`src/pipe_pkg.sv`:
```
`default_nettype none

package pipe_pkg;

    typedef enum logic [1:0] {
        ALU_ADD,
        ALU_SUB,
        ALU_PASS_B   // lu12i.w, immediate goes straight through
    } alu_op_t;

    typedef enum logic {
        WB_ALU,
        WB_LOAD
    } wb_src_t;

endpackage

`default_nettype wire

```
`src/isa_pkg.sv`:
```
`default_nettype none

package isa_pkg;

    typedef logic [4:0] reg_idx_t;

    // 3R format: add.w, sub.w
    typedef struct packed {
        logic [16:0] opcode;
        reg_idx_t    rk;
        reg_idx_t    rj;
        reg_idx_t    rd;
    } fmt_3r_t;

    // 2RI12 format: addi.w, ld.w, st.w
    typedef struct packed {
        logic [9:0]  opcode;
        logic [11:0] si12;
        reg_idx_t    rj;
        reg_idx_t    rd;
    } fmt_2ri12_t;

    // 1RI20 format: lu12i.w
    typedef struct packed {
        logic [6:0]  opcode;
        logic [19:0] si20;
        reg_idx_t    rd;
    } fmt_1ri20_t;

    // one fetched word, read through whichever view its opcode matches
    typedef union packed {
        fmt_3r_t    fmt_3r;
        fmt_2ri12_t fmt_2ri12;
        fmt_1ri20_t fmt_1ri20;
    } inst_word_t;

    localparam logic [16:0] OP_ADD_W   = 17'h00020;
    localparam logic [16:0] OP_SUB_W   = 17'h00022;
    localparam logic [9:0]  OP_ADDI_W  = 10'h00a;
    localparam logic [9:0]  OP_LD_W    = 10'h0a2;
    localparam logic [9:0]  OP_ST_W    = 10'h0a6;
    localparam logic [6:0]  OP_LU12I_W = 7'h0a;

endpackage

`default_nettype wire
```
`src/core_top.sv`:
```
`default_nettype none

module core_top #(
    parameter logic [31:0] RESET_PC = 32'h1c000000
) (
    input  logic              clk,
    input  logic              rst_n,
    output logic [31:0]       pc,
    output logic              pc_valid,
    input  logic [31:0]       inst,
    input  logic              inst_ready,
    output logic              en,
    output logic              we,
    output logic [31:0]       addr,
    output logic [3:0]        wmask,
    output logic [31:0]       wdata,
    input  logic [31:0]       rdata,
    output logic              commit_valid,
    output logic [31:0]       commit_pc,
    output logic [31:0]       commit_inst,
    output logic              commit_wen,
    output isa_pkg::reg_idx_t commit_wdest,
    output logic [31:0]       commit_wdata
);
    import isa_pkg::*;
    import pipe_pkg::*;

    logic        fd_valid, fd_ready, de_valid, de_ready, ew_valid;
    logic [31:0] fd_pc, de_pc, ew_pc;
    inst_word_t  fd_inst, de_inst, ew_inst;
    reg_idx_t    raddr1, raddr2, de_rd, ew_rd, ex_fwd_idx, wb_idx;
    logic [31:0] rdata1, rdata2, ex_fwd_data, wb_data, ew_result;
    logic [31:0] de_src_a, de_src_b, de_store_data;
    logic        de_mem_en, de_mem_we, de_wen, ew_wen;
    logic        ex_fwd_valid, ex_load_pending, wb_wen;
    alu_op_t     de_alu_op;
    wb_src_t     de_wb_src, ew_wb_src;

    core_fetch #(.RESET_PC(RESET_PC)) u_fetch (
        .clk(clk), .rst_n(rst_n), .pc(pc), .pc_valid(pc_valid),
        .inst(inst), .inst_ready(inst_ready),
        .out_valid(fd_valid), .out_ready(fd_ready), .out_pc(fd_pc), .out_inst(fd_inst)
    );

    core_decode u_decode (
        .clk(clk), .rst_n(rst_n),
        .in_valid(fd_valid), .in_ready(fd_ready), .in_pc(fd_pc), .in_inst(fd_inst),
        .raddr1(raddr1), .raddr2(raddr2), .rdata1(rdata1), .rdata2(rdata2),
        .ex_fwd_valid(ex_fwd_valid), .ex_load_pending(ex_load_pending),
        .ex_fwd_idx(ex_fwd_idx), .ex_fwd_data(ex_fwd_data),
        .wb_wen(wb_wen), .wb_idx(wb_idx), .wb_data(wb_data),
        .out_valid(de_valid), .out_ready(de_ready), .out_pc(de_pc), .out_inst(de_inst),
        .out_alu_op(de_alu_op), .out_wb_src(de_wb_src),
        .out_src_a(de_src_a), .out_src_b(de_src_b), .out_store_data(de_store_data),
        .out_mem_en(de_mem_en), .out_mem_we(de_mem_we), .out_wen(de_wen), .out_rd(de_rd)
    );

    // writeback write lands on the same edge it is bypassed
    core_regfile u_regfile (
        .clk(clk), .rst_n(rst_n),
        .raddr1(raddr1), .raddr2(raddr2), .rdata1(rdata1), .rdata2(rdata2),
        .wen(wb_wen), .waddr(wb_idx), .wdata(wb_data)
    );

    core_execute u_execute (
        .clk(clk), .rst_n(rst_n),
        .in_valid(de_valid), .in_ready(de_ready), .in_pc(de_pc), .in_inst(de_inst),
        .in_alu_op(de_alu_op), .in_wb_src(de_wb_src),
        .in_src_a(de_src_a), .in_src_b(de_src_b), .in_store_data(de_store_data),
        .in_mem_en(de_mem_en), .in_mem_we(de_mem_we), .in_wen(de_wen), .in_rd(de_rd),
        .en(en), .we(we), .addr(addr), .wmask(wmask), .wdata(wdata),
        .ex_fwd_valid(ex_fwd_valid), .ex_load_pending(ex_load_pending),
        .ex_fwd_idx(ex_fwd_idx), .ex_fwd_data(ex_fwd_data),
        .out_valid(ew_valid), .out_pc(ew_pc), .out_inst(ew_inst), .out_wen(ew_wen),
        .out_rd(ew_rd), .out_wb_src(ew_wb_src), .out_result(ew_result)
    );

    core_writeback u_writeback (
        .clk(clk), .rst_n(rst_n),
        .in_valid(ew_valid), .in_pc(ew_pc), .in_inst(ew_inst), .in_wen(ew_wen),
        .in_rd(ew_rd), .in_wb_src(ew_wb_src), .in_result(ew_result), .rdata(rdata),
        .wb_wen(wb_wen), .wb_idx(wb_idx), .wb_data(wb_data),
        .commit_valid(commit_valid), .commit_pc(commit_pc), .commit_inst(commit_inst),
        .commit_wen(commit_wen), .commit_wdest(commit_wdest), .commit_wdata(commit_wdata)
    );

endmodule

`default_nettype wire

```
`src/core_writeback.sv`:
```
`default_nettype none

module core_writeback (
    input  logic                clk,
    input  logic                rst_n,
    input  logic                in_valid,
    input  logic [31:0]         in_pc,
    input  isa_pkg::inst_word_t in_inst,
    input  logic                in_wen,
    input  isa_pkg::reg_idx_t   in_rd,
    input  pipe_pkg::wb_src_t   in_wb_src,
    input  logic [31:0]         in_result,
    input  logic [31:0]         rdata,
    output logic                wb_wen,
    output isa_pkg::reg_idx_t   wb_idx,
    output logic [31:0]         wb_data,
    output logic                commit_valid,
    output logic [31:0]         commit_pc,
    output logic [31:0]         commit_inst,
    output logic                commit_wen,
    output isa_pkg::reg_idx_t   commit_wdest,
    output logic [31:0]         commit_wdata
);
    import pipe_pkg::*;

    assign wb_wen  = in_valid && in_wen && in_rd != '0;
    assign wb_idx  = in_rd;
    assign wb_data = (in_wb_src == WB_LOAD) ? rdata : in_result;  // ram answers a cycle after en

    always_ff @(posedge clk) begin
        if (!rst_n) begin
            commit_valid <= 1'b0;
        end else begin
            commit_valid <= in_valid;
        end
    end

    always_ff @(posedge clk) begin
        commit_pc    <= in_pc;
        commit_inst  <= in_inst;
        commit_wen   <= wb_wen;
        commit_wdest <= in_rd;
        commit_wdata <= wb_data;
    end

    // every load carries a destination, even r0
    a_load_writes: assert property (@(posedge clk) disable iff (!rst_n)
        in_valid && in_wb_src == WB_LOAD |-> in_wen);

    // a held item must not be passed on twice
    a_no_repeat: assert property (@(posedge clk) disable iff (!rst_n)
        in_valid && $past(in_valid) |-> in_pc != $past(in_pc));

endmodule

`default_nettype wire

```
`src/core_execute.sv`:
```
`default_nettype none

module core_execute (
    input  logic                clk,
    input  logic                rst_n,
    input  logic                in_valid,
    output logic                in_ready,
    input  logic [31:0]         in_pc,
    input  isa_pkg::inst_word_t in_inst,
    input  pipe_pkg::alu_op_t   in_alu_op,
    input  pipe_pkg::wb_src_t   in_wb_src,
    input  logic [31:0]         in_src_a,
    input  logic [31:0]         in_src_b,
    input  logic [31:0]         in_store_data,
    input  logic                in_mem_en,
    input  logic                in_mem_we,
    input  logic                in_wen,
    input  isa_pkg::reg_idx_t   in_rd,
    output logic                en,
    output logic                we,
    output logic [31:0]         addr,
    output logic [3:0]          wmask,
    output logic [31:0]         wdata,
    output logic                ex_fwd_valid,
    output logic                ex_load_pending,
    output isa_pkg::reg_idx_t   ex_fwd_idx,
    output logic [31:0]         ex_fwd_data,
    output logic                out_valid,
    output logic [31:0]         out_pc,
    output isa_pkg::inst_word_t out_inst,
    output logic                out_wen,
    output isa_pkg::reg_idx_t   out_rd,
    output pipe_pkg::wb_src_t   out_wb_src,
    output logic [31:0]         out_result
);
    import pipe_pkg::*;

    logic [31:0] alu;
    logic        fire;
    logic        writes_rd;

    always_comb begin
        case (in_alu_op)
            ALU_ADD:    alu = in_src_a + in_src_b;
            ALU_SUB:    alu = in_src_a - in_src_b;
            ALU_PASS_B: alu = in_src_b;
            default:    alu = in_src_b;
        endcase
    end

    assign in_ready = 1'b1;  // writeback never stalls
    assign fire     = in_valid && in_ready;

    // data port, request goes out with the transfer
    assign en    = fire && in_mem_en;
    assign we    = fire && in_mem_we;
    assign addr  = alu;
    assign wmask = we ? 4'hf : 4'h0;
    assign wdata = in_store_data;

    assign writes_rd       = in_valid && in_wen && in_rd != '0;
    assign ex_fwd_valid    = writes_rd && in_wb_src == WB_ALU;
    assign ex_load_pending = writes_rd && in_wb_src == WB_LOAD;
    assign ex_fwd_idx      = in_rd;
    assign ex_fwd_data     = alu;

    always_ff @(posedge clk) begin
        if (!rst_n) begin
            out_valid <= 1'b0;
        end else begin
            out_valid <= fire;
        end
    end

    always_ff @(posedge clk) begin
        if (fire) begin
            out_pc     <= in_pc;
            out_inst   <= in_inst;
            out_wen    <= in_wen;
            out_rd     <= in_rd;
            out_wb_src <= in_wb_src;
            out_result <= alu;
        end
    end

    a_word_aligned: assert property (@(posedge clk) disable iff (!rst_n)
        en |-> addr[1:0] == 2'b00);

    // rdata lines up with the load sitting in writeback
    a_load_follows: assert property (@(posedge clk) disable iff (!rst_n)
        en && !we |=> out_valid && out_wb_src == WB_LOAD);

endmodule

`default_nettype wire

```
`src/core_decode.sv`:
```
`default_nettype none

module core_decode (
    input  logic                clk,
    input  logic                rst_n,
    input  logic                in_valid,
    output logic                in_ready,
    input  logic [31:0]         in_pc,
    input  isa_pkg::inst_word_t in_inst,
    output isa_pkg::reg_idx_t   raddr1,
    output isa_pkg::reg_idx_t   raddr2,
    input  logic [31:0]         rdata1,
    input  logic [31:0]         rdata2,
    input  logic                ex_fwd_valid,
    input  logic                ex_load_pending,
    input  isa_pkg::reg_idx_t   ex_fwd_idx,
    input  logic [31:0]         ex_fwd_data,
    input  logic                wb_wen,
    input  isa_pkg::reg_idx_t   wb_idx,
    input  logic [31:0]         wb_data,
    output logic                out_valid,
    input  logic                out_ready,
    output logic [31:0]         out_pc,
    output isa_pkg::inst_word_t out_inst,
    output pipe_pkg::alu_op_t   out_alu_op,
    output pipe_pkg::wb_src_t   out_wb_src,
    output logic [31:0]         out_src_a,
    output logic [31:0]         out_src_b,
    output logic [31:0]         out_store_data,
    output logic                out_mem_en,
    output logic                out_mem_we,
    output logic                out_wen,
    output isa_pkg::reg_idx_t   out_rd
);
    import isa_pkg::*;
    import pipe_pkg::*;

    logic        is_add, is_sub, is_addi, is_ld, is_st, is_lu12i;
    logic        match_3r, match_2ri12, match_1ri20;
    logic        use_a, use_b, stall, fire;
    logic [31:0] opa, opb, imm;
    alu_op_t     alu_op;

    assign is_add    = in_inst.fmt_3r.opcode == OP_ADD_W;
    assign is_sub    = in_inst.fmt_3r.opcode == OP_SUB_W;
    assign is_addi   = in_inst.fmt_2ri12.opcode == OP_ADDI_W;
    assign is_ld     = in_inst.fmt_2ri12.opcode == OP_LD_W;
    assign is_st     = in_inst.fmt_2ri12.opcode == OP_ST_W;
    assign is_lu12i  = in_inst.fmt_1ri20.opcode == OP_LU12I_W;

    assign match_3r    = is_add | is_sub;
    assign match_2ri12 = is_addi | is_ld | is_st;
    assign match_1ri20 = is_lu12i;

    assign raddr1 = in_inst.fmt_3r.rj;  // same bits in the 2ri12 view
    assign raddr2 = match_3r ? in_inst.fmt_3r.rk : in_inst.fmt_2ri12.rd;  // st.w data is rd
    assign use_a  = match_3r | match_2ri12;
    assign use_b  = match_3r | is_st;

    // execute beats writeback beats the register file
    assign opa = (ex_fwd_valid && ex_fwd_idx == raddr1) ? ex_fwd_data :
                 (wb_wen && wb_idx == raddr1)           ? wb_data     : rdata1;
    assign opb = (ex_fwd_valid && ex_fwd_idx == raddr2) ? ex_fwd_data :
                 (wb_wen && wb_idx == raddr2)           ? wb_data     : rdata2;

    // load result not ready until it reaches writeback
    assign stall = ex_load_pending &&
                   ((use_a && ex_fwd_idx == raddr1) || (use_b && ex_fwd_idx == raddr2));

    assign imm = is_lu12i ? {in_inst.fmt_1ri20.si20, 12'b0}
                          : {{20{in_inst.fmt_2ri12.si12[11]}}, in_inst.fmt_2ri12.si12};
    assign alu_op = is_sub ? ALU_SUB : (is_lu12i ? ALU_PASS_B : ALU_ADD);

    assign in_ready = (!out_valid || out_ready) && !stall;
    assign fire     = in_valid && in_ready;

    always_ff @(posedge clk) begin
        if (!rst_n) begin
            out_valid <= 1'b0;
        end else if (fire) begin
            out_valid <= 1'b1;
        end else if (out_ready) begin
            out_valid <= 1'b0;
        end
    end

    always_ff @(posedge clk) begin
        if (fire) begin
            out_pc         <= in_pc;
            out_inst       <= in_inst;
            out_alu_op     <= alu_op;
            out_wb_src     <= is_ld ? WB_LOAD : WB_ALU;
            out_src_a      <= opa;
            out_src_b      <= match_3r ? opb : imm;
            out_store_data <= opb;
            out_mem_en     <= is_ld | is_st;
            out_mem_we     <= is_st;
            out_wen        <= match_3r | is_addi | is_ld | is_lu12i;  // unknown words write nothing
            out_rd         <= in_inst.fmt_3r.rd;
        end
    end

    a_one_view: assert property (@(posedge clk) disable iff (!rst_n)
        in_valid |-> $onehot0({match_3r, match_2ri12, match_1ri20}));

    // the load moves on at once, so a load-use bubble is a single cycle
    a_stall_once: assert property (@(posedge clk) disable iff (!rst_n)
        in_valid && stall |=> !stall);

    a_in_held: assert property (@(posedge clk) disable iff (!rst_n)
        in_valid && !in_ready |=> in_valid && $stable(in_inst));

endmodule

`default_nettype wire

```
`src/core_regfile.sv`:
```
`default_nettype none

module core_regfile (
    input  logic              clk,
    input  logic              rst_n,
    input  isa_pkg::reg_idx_t raddr1,
    input  isa_pkg::reg_idx_t raddr2,
    output logic [31:0]       rdata1,
    output logic [31:0]       rdata2,
    input  logic              wen,
    input  isa_pkg::reg_idx_t waddr,
    input  logic [31:0]       wdata
);
    logic [31:0] regs [32];

    always_ff @(posedge clk) begin
        if (!rst_n) begin
            for (int i = 0; i < 32; i++) begin
                regs[i] <= '0;
            end
        end else if (wen && waddr != '0) begin
            regs[waddr] <= wdata;
        end
    end

    // r0 reads as zero whatever was written
    assign rdata1 = (raddr1 == '0) ? '0 : regs[raddr1];
    assign rdata2 = (raddr2 == '0) ? '0 : regs[raddr2];

endmodule

`default_nettype wire

```
`src/core_fetch.sv`:
```
`default_nettype none

module core_fetch #(
    parameter logic [31:0] RESET_PC = '0
) (
    input  logic                clk,
    input  logic                rst_n,
    output logic [31:0]         pc,
    output logic                pc_valid,
    input  logic [31:0]         inst,
    input  logic                inst_ready,
    output logic                out_valid,
    input  logic                out_ready,
    output logic [31:0]         out_pc,
    output isa_pkg::inst_word_t out_inst
);
    logic [31:0] pc_q;
    logic        fire;

    assign pc       = pc_q;
    assign pc_valid = !out_valid || out_ready;  // stage reg free or draining
    assign fire     = pc_valid && inst_ready;

    always_ff @(posedge clk) begin
        if (!rst_n) begin
            pc_q      <= RESET_PC;
            out_valid <= 1'b0;
        end else begin
            if (fire) begin
                pc_q <= pc_q + 32'd4;
            end
            if (fire) begin
                out_valid <= 1'b1;
            end else if (out_ready) begin
                out_valid <= 1'b0;
            end
        end
    end

    // inst memory is combinational, word is good in the fire cycle
    always_ff @(posedge clk) begin
        if (fire) begin
            out_pc   <= pc_q;
            out_inst <= inst;
        end
    end

    a_hold_inst: assert property (@(posedge clk) disable iff (!rst_n)
        out_valid && !out_ready |=> out_valid && $stable(out_inst) && $stable(out_pc));

endmodule

`default_nettype wire

```
`config.mk`:
```
export PLATFORM = sky130hd
export DESIGN_NAME = core_top
export DESIGN_NICKNAME = d
export VERILOG_FILES = /design/src/pipe_pkg.sv /design/src/isa_pkg.sv /design/src/core_top.sv /design/src/core_writeback.sv /design/src/core_execute.sv /design/src/core_decode.sv /design/src/core_regfile.sv /design/src/core_fetch.sv
export SDC_FILE = /design/constraint.sdc
export NUM_CORES = 2
export LEC_CHECK = 0
export ABC_AREA = 1
export BUFFER_PORTS_ARGS = -buffer_cell sky130_fd_sc_hd__buf_4
export CELL_PAD_IN_SITES_DETAIL_PLACEMENT = 0
export CELL_PAD_IN_SITES_GLOBAL_PLACEMENT = 1
export CORE_UTILIZATION = 49
export DETAILED_ROUTE_END_ITERATION = 8
export GPL_ROUTABILITY_DRIVEN = 0
export PLACE_DENSITY_LB_ADDON = 0.1
export SLEW_MARGIN = 20
export SYNTH_ARGS = -nofsm -noshare
export SYNTH_HDL_FRONTEND = slang
export SYNTH_SLANG_ARGS = --single-unit
```
`constraint.sdc`:
```
create_clock -name clk -period 8.6 [get_ports clk]
set_input_delay 0.86 -clock clk [delete_from_list [all_inputs] [get_ports clk]]
set_output_delay 0.86 -clock clk [all_outputs]
set_load 0.01 [all_outputs]
```
# Yosys cells after proc, flatten, opt, wreduce, memory -nomap -nowiden
# Memory sizes are Yosys's and may differ from the RTL's. A register that Yosys moved wholly into a read port is not among the register bits.
# Cells that the tools add are included.
[totals]
reg_bits = 476
mem_bits_rw = 1024
in_bits = 67
out_inout_bits = 206
elab_cells = 108
n_memories = 1
[memory_table]
columns = ["memory", "words", "word_bits", "read_ports", "rd_clocked_by_memory_dff", "write_ports", "line_no", "rtl"]
rows = [
  ["u_regfile.regs", 32, 32, 2, 1, 32, "core_regfile.sv:14", "logic [31:0] regs [32];"],
]
[classes]
add_sub_neg = 3
n_eq_ne = 12
mux = 25
bitwise = 10
reduce_logical = 28
[op_table]
columns = ["cell", "count"]
rows = [
  ["32-bit two-way mux", 10],
  ["32-bit case mux with 2 select lines", 1],
  ["17-bit by 6-bit equality test with 1-bit output, second input constant", 2],
  ["32-bit by 3-bit adder with 32-bit output, second input constant", 1],
  ["32-bit adder", 1],
  ["32-bit OR reduction", 1],
  ["32-bit subtractor", 1],
  ["10-bit by 8-bit equality test with 1-bit output, second input constant", 2],
  ["5-bit equality test", 4],
  ["1-bit logical AND", 18],
  ["5-bit two-way mux", 3],
  ["10-bit by 4-bit equality test with 1-bit output, second input constant", 1],
  ["5-bit logical NOT", 2],
  ["5-bit nonzero test", 2],
  ["1-bit two-way mux", 9],
  ["1-bit bitwise OR", 9],
  ["7-bit by 4-bit equality test with 1-bit output, second input constant", 1],
  ["4-bit two-way mux", 1],
  ["2-bit by 1-bit equality test with 1-bit output, second input constant", 1],
  ["1-bit logical NOT", 2],
  ["2-bit logical NOT", 1],
  ["1-bit logical OR", 2],
  ["2-bit two-way mux", 1],
  ["2-bit != test, second input constant", 1],
  ["1-bit NOT", 1],
]

# Longest topological paths before layout
[depth]
depth_word = 11
ltp_mapped = 28
ltp_nobuf = 28

# Modules after synthesis
# A second synthesis with hierarchy kept.
[unflattened]
cells_unflattened = 9597
area_unflattened_um2 = 78979.5
[by_module_without_submodules]
columns = ["mod", "n_inst", "cells_each", "area_per_inst_um2", "seq_area_each_um2"]
rows = [
  ["core_regfile", 1, 7255, 56653.1, 30749.5],
  ["core_decode", 1, 814, 8398.1, 5004.8],
  ["core_execute", 1, 980, 7559.8, 3113.0],
  ["core_fetch", 1, 327, 3617.2, 2482.4],
  ["core_writeback", 1, 221, 2751.4, 2062.0],
]

# Least setup slack after synthesis
# Ideal clock, no wire load.
[synth_path]
kind = "flip-flop to flip-flop"
start = "reg u_decode.out_valid"
end = "reg u_decode.out_alu_op[0], enable pin"
setup_time_ns = 0.975
t_arrival_ns = 5.332
slack_ns = 2.293
path_stages_with_launch = 6
n_path_buf = 0
synth_period_minus_slack_ns = 6.307
path_cell_list = "dfxtp_1 > o311ai_1 > nor2_1 > nand2_1 > nand2_1 > inv_1"
[synth_between]
elab_chain_len = 6
[synth_rtl]
columns = ["element", "line_no", "rtl"]
rows = [
  ["start, declared", "core_decode.sv:21", "output logic out_valid,"],
  ["start signal, assigned", "core_decode.sv:79", "out_valid <= 1'b0;"],
  ["start signal, assigned", "core_decode.sv:81", "out_valid <= 1'b1;"],
  ["start signal, assigned", "core_decode.sv:83", "out_valid <= 1'b0;"],
  ["1-bit logical AND (2 in a row)", "core_execute.sv:61", "assign writes_rd = in_valid && in_wen && in_rd != '0;"],
  ["1-bit logical AND", "core_execute.sv:63", "assign ex_load_pending = writes_rd && in_wb_src == WB_LOAD;"],
  ["1-bit logical AND", "core_decode.sv:67", "assign stall = ex_load_pending &&"],
  ["1-bit logical NOT", "core_decode.sv:74", "assign in_ready = (!out_valid || out_ready) && !stall;"],
  ["1-bit logical AND", "core_decode.sv:75", "assign fire = in_valid && in_ready;"],
  ["named net u_decode.fire", "core_decode.sv:40", "logic use_a, use_b, stall, fire;"],
  ["end signal, assigned", "core_decode.sv:91", "out_alu_op <= alu_op;"],
  ["end, declared", "core_decode.sv:25", "output pipe_pkg::alu_op_t out_alu_op,"],
]
# The timed path passes the listed nets, and every way through them passes these cells.
# A chain may end at the register's enable or synchronous reset.

# Final worst setup path
[layout_path]
start = "reg u_decode.out_alu_op[1]"
end = "out addr[23]"
[layout_between]
elab_chain_len = 2
word_cells_on_any_way = 3
cone_classes = "eq/ne: 1; mux: 1; reduce/logical: 1"
[layout_rtl]
columns = ["element", "line_no", "rtl"]
rows = [
  ["2-bit by 1-bit equality test with 1-bit output / 2-bit logical NOT (equally long branches)", "core_execute.sv:43", "case (in_alu_op)"],
  ["32-bit case mux with 2 select lines *", "core_execute.sv:43", ""],
  ["end, declared", "core_top.sv:14", "output logic [31:0] addr,"],
]
# Every way passes the cells marked *; elsewhere a longest branch is shown, timed or not.

==> results by group <==
Worst setup path
  – Slowest Stage Delay on Critical Path: 700 ps
  – CP top delay family: buffers and inverters
  – Crit-path slowest cell: edfxtp_1
  – R2R depth: 17
  – Crit-path cells: inv_1, buf_4, nand2_1, buf_4, inv_1, nor2_1, xor2_1, ha_1, a21oi_1, nand2_1, a21boi_0, o21ai_0, nand3_1, nand3_1, or2_2, nand3_1, nand2_1, buf_4
  – Reg2reg end: u_fetch.out_pc[31]
  – Buf/Inv on CP: 5
  – Startpoint Class: flop
  – Reg-to-reg setup timing slack: 2830 ps
  – CP Class: reg2out
  – Worst path required time: 7740 ps
  – WP data arrival: 5710 ps
  – Max FO, Critical Path: 50
  – Critical R2R Launch: u_fetch.out_inst[18]
  – Setup crit end kind: output port

Clock tree
  – CTS H-tree depth: 4
  – CTS clk-pin slew, worst paths: 60 ps
  – # resized after CTS: 0
  – Post-CTS setup buffers: 0
  – TritonCTS Buffers: 162
  – Clock Path Buffers: 3
  – Worst skew pair latency: 820 ps
  – Root Driver: clkbuf_16
  – Hold buffers post-CTS: 0
  – Clock sinks: 1480
  – TritonCTS clock tree: yes

Min path
  – Hold Path End: u_fetch.out_inst[12]
  – Hold Path Stages: 1
  – Min-delay worst type: in2reg
  – Hold Startpoint: inst[12]

Synthesis
  – Synth warn: 0
  – Synth Register Bits: 1480
  – Top FF cell, synth: edfxtp_1
  – Seq/Total Area, Yosys: 57.10%
  – Distinct cells, synth: 54
  – Mean Syn Cell Area: 9.108 um2
  – Cells after Synth: 8287
  – EDFF count, synth: 1346
  – Async set or reset register ratio after synthesis: 0%
  – Syn Std Cell Area: 0.07548 mm2

Route
  – First-pass DRT Iterations: 7
  – First DRT Iteration DRCs: 9325
  – Routed wl met2: 130700 um
  – Antenna-violating nets left: 0
  – Met3 WL post-DR: 33040 um
  – DR WL/cell: 28.55 um
  – Met1 wire length: 114400 um
  – Via count: 64620
  – WL final: 296900 um
  – Highest Signal Layer: met5
  – Vias/cell: 6.216
  – Drt drc: 0

Global routing
  – Vias in the first global route: 60530
  – First-pass GRT wire length: 421400 um
  – Total gr overflow: 0
  – GR Util All Layers: 37.18%
  – Largest net degree at the start of global routing: 186
  – Initial antenna violation count: 13

STA
  – Tcrit/Tclk final: 76.36%
  – Relative slew margins: 12.03%
  – Slew @ Worst Pin: 1320 ps
  – Max-slew violations: 0
  – Clk_skew: 37.03 ps
  – Final setup TNS: 0 ps
  – Worst hold margin: 220.2 ps
  – Fin. Hold Viols: 0
  – F_max: 0.1523 GHz
  – Count of final setup violators: 0
  – RSZ-0062 raised after global routing: false
  – Fin crit period: 6567 ps

Final layout
  – Multi-input gate area: 0.02829 mm2
  – Fin nets: 8332
  – Final Cell Area: 0.08464 mm2
  – Area Overhead vs Synth: 12.13%
  – Register Area: 0.04312 mm2
  – Final core occ: 55.52%
  – # fillers: 13400
  – Share of layout cells above drive strength 1: 9.830%

Power and ir drop
  – Power consumption: 0.01770 W
  – Peak supply drop: 0.1672 mV
  – Leakage power: 33.68 nW
  – Pwr dens: 209.2 mW/mm2

Floorplanning
  – Die area: 0.1556 mm2
  – Rows: 143
  – Core area: 0.1524 mm2
  – Chip height: 394.5 um
  – Die W: 394.5 um
  – Starting density of the core: 49.51%
  – I/O Pins: 273

Place
  – Detailed-placement wirelength estimate: 173200 um
  – Cell Area, Placed: 0.07921 mm2
  – Port-buffer cells: 268

Outcome
  – Run status: completed

Run
  – MaxCap Viol Count: 0
==> worst reg2reg max path, stage by stage, from the launching register on <==
cell and delay (ps):
edfxtp_1 460, nor2_1 150, nand2_1 110, nor2_4 190, nand2_4 220, nand2_4 160
nand2_8 380, clkinv_8 750, nand2_1 340, nand2_1 100, nor2_1 50, nand3_1 190
o21ai_2 100, nand3_2 70, buf_4 330, nand2_2 460, inv_2 760, buf_4 570
==> power by group <==
group,leakage [nW],internal (W),switching [W],total (W)
registers,14.9,0.00811,0.000160,0.00827
logic,16.2,0.000618,0.00171,0.00233
clock network,2.58,0.00402,0.00309,0.00711
==> layout make-up <==
cell class	count	area share, %
antenna	5	0.01478
clock buffer	206	5.068
clock inverter	89	1.261
inverter	515	2.339
multi-input combinational	5643	33.43
sequential	1480	50.95
tap	2030	3.001
timing repair buffer	429	3.941
==> layout by cell type (no fill, tap or decap), types with 15 or more instances in the layout <==
cell type / netlist / layout
xor2_1: 55 / 55
nand4_1: 23 / 23
o21ai_4: 2 / 26
nand2_2: 1 / 30
inv_1: 504 / 500
edfxtp_1: 1346 / 1346
nand2_1: 1439 / 1403
and2_1: 24 / 24
o211ai_1: 289 / 289
clkinv_1: 0 / 30
buf_4: 15 / 420
bufinv_16: 0 / 15
dfxtp_1: 134 / 128
clkbuf_16: 0 / 162
mux2i_1: 247 / 247
nor3_1: 38 / 38
nor2_1: 1173 / 1173
or2_2: 54 / 54
nand3_1: 1323 / 1315
a21oi_1: 329 / 329
o21ai_0: 442 / 441
clkinv_2: 0 / 22
ha_1: 33 / 33
conb_1: 1 / 36
clkbuf_1: 470 / 37
==> how the worst max path moves through the flow <==
| stage | slack, ps | start | endpoint | depth (start not counted) |
|---|---|---|---|---|
| 6_report | 2030 | u_decode.out_alu_op[1] | addr[23] | 18 |
| 5_1_grt | 1590 | u_decode.out_alu_op[1] | addr[30] | 22 |
| 4_1_cts | 2180 | u_decode.out_alu_op[1] | addr[23] | 18 |
| 3_5_place_dp | 2520 | u_fetch.out_inst[18] | u_fetch.out_pc[15] | 17 |
| 3_3_place_gp | 2640 | u_fetch.out_inst[25] | u_fetch.out_pc[15] | 17 |
| 2_1_floorplan | 2290 | u_decode.out_valid | u_decode.out_alu_op[0] | 5 |
==> metrics by stage <==
step                std cells  setup WS [ps]
floorplan                8322           2293
global placement        10100           2644
detailed placement      10100           2524
CTS                     10390           2185
global route            10390           1588
finish                  10400           2033
==> logic make-up after synthesis <==
logic type | count (synthesis) | synth area share [%]
AOI/OAI and AO/OA | 1143 | 8.751
buffers and inverters | 1199 | 6.241
muxes | 247 | 3.275
DFF | 1480 | 57.10
other | 1 | 0.004968
adders and majority gates | 34 | 0.5735
xor gates and xnor gates | 69 | 0.8006
and+or+nand+nor | 4114 | 23.25
==> per-layer routing <==
metal  GRT usage (%)  vias to the layer above
met5               0                        -
met1           49.64                    31580
met4           21.36                       10
met3           7.903                      731
met2           56.13                     3971
li1                -                    28340
==> flip-flops by register name (all words and copies together) (netlist names), 32 cells and up, named ones only <==
| name | cells |
|---|---|
| u_decode.out_src_a | 32 |
| u_execute.out_result | 32 |
| u_regfile.regs | 1024 |
| u_writeback.commit_wdata | 32 |
| u_decode.out_src_b | 32 |
| u_fetch.out_inst | 32 |
| u_decode.out_store_data | 32 |
| u_writeback.commit_inst | 32 |
==> cell usage after synthesis (all sizes together) (3+ instances only) <==
cell	n	area share, %
ha	33	0.55
or2	64	0.53
nand2	1443	7.2
a21o	3	0.030
nor2	1177	5.9
xor2	55	0.64
o211ai	289	2.9
mux2i	247	3.3
clkbuf	471	2.3
o21bai	5	0.050
xnor2	14	0.16
nor4	11	0.091
nor3	39	0.27
edfxtp	1346	54
dfxtp	134	3.6
a31oi	13	0.11
nand3b	4	0.040
o21a	3	0.030
buf	213	1.3
nand3	1326	8.8
inv	515	2.6
and2	24	0.20
o221ai	7	0.081
a21boi	14	0.14
nand4	23	0.19
o21ai	474	3.2
a21oi	330	2.2
(Power assumes the default switching activity.)
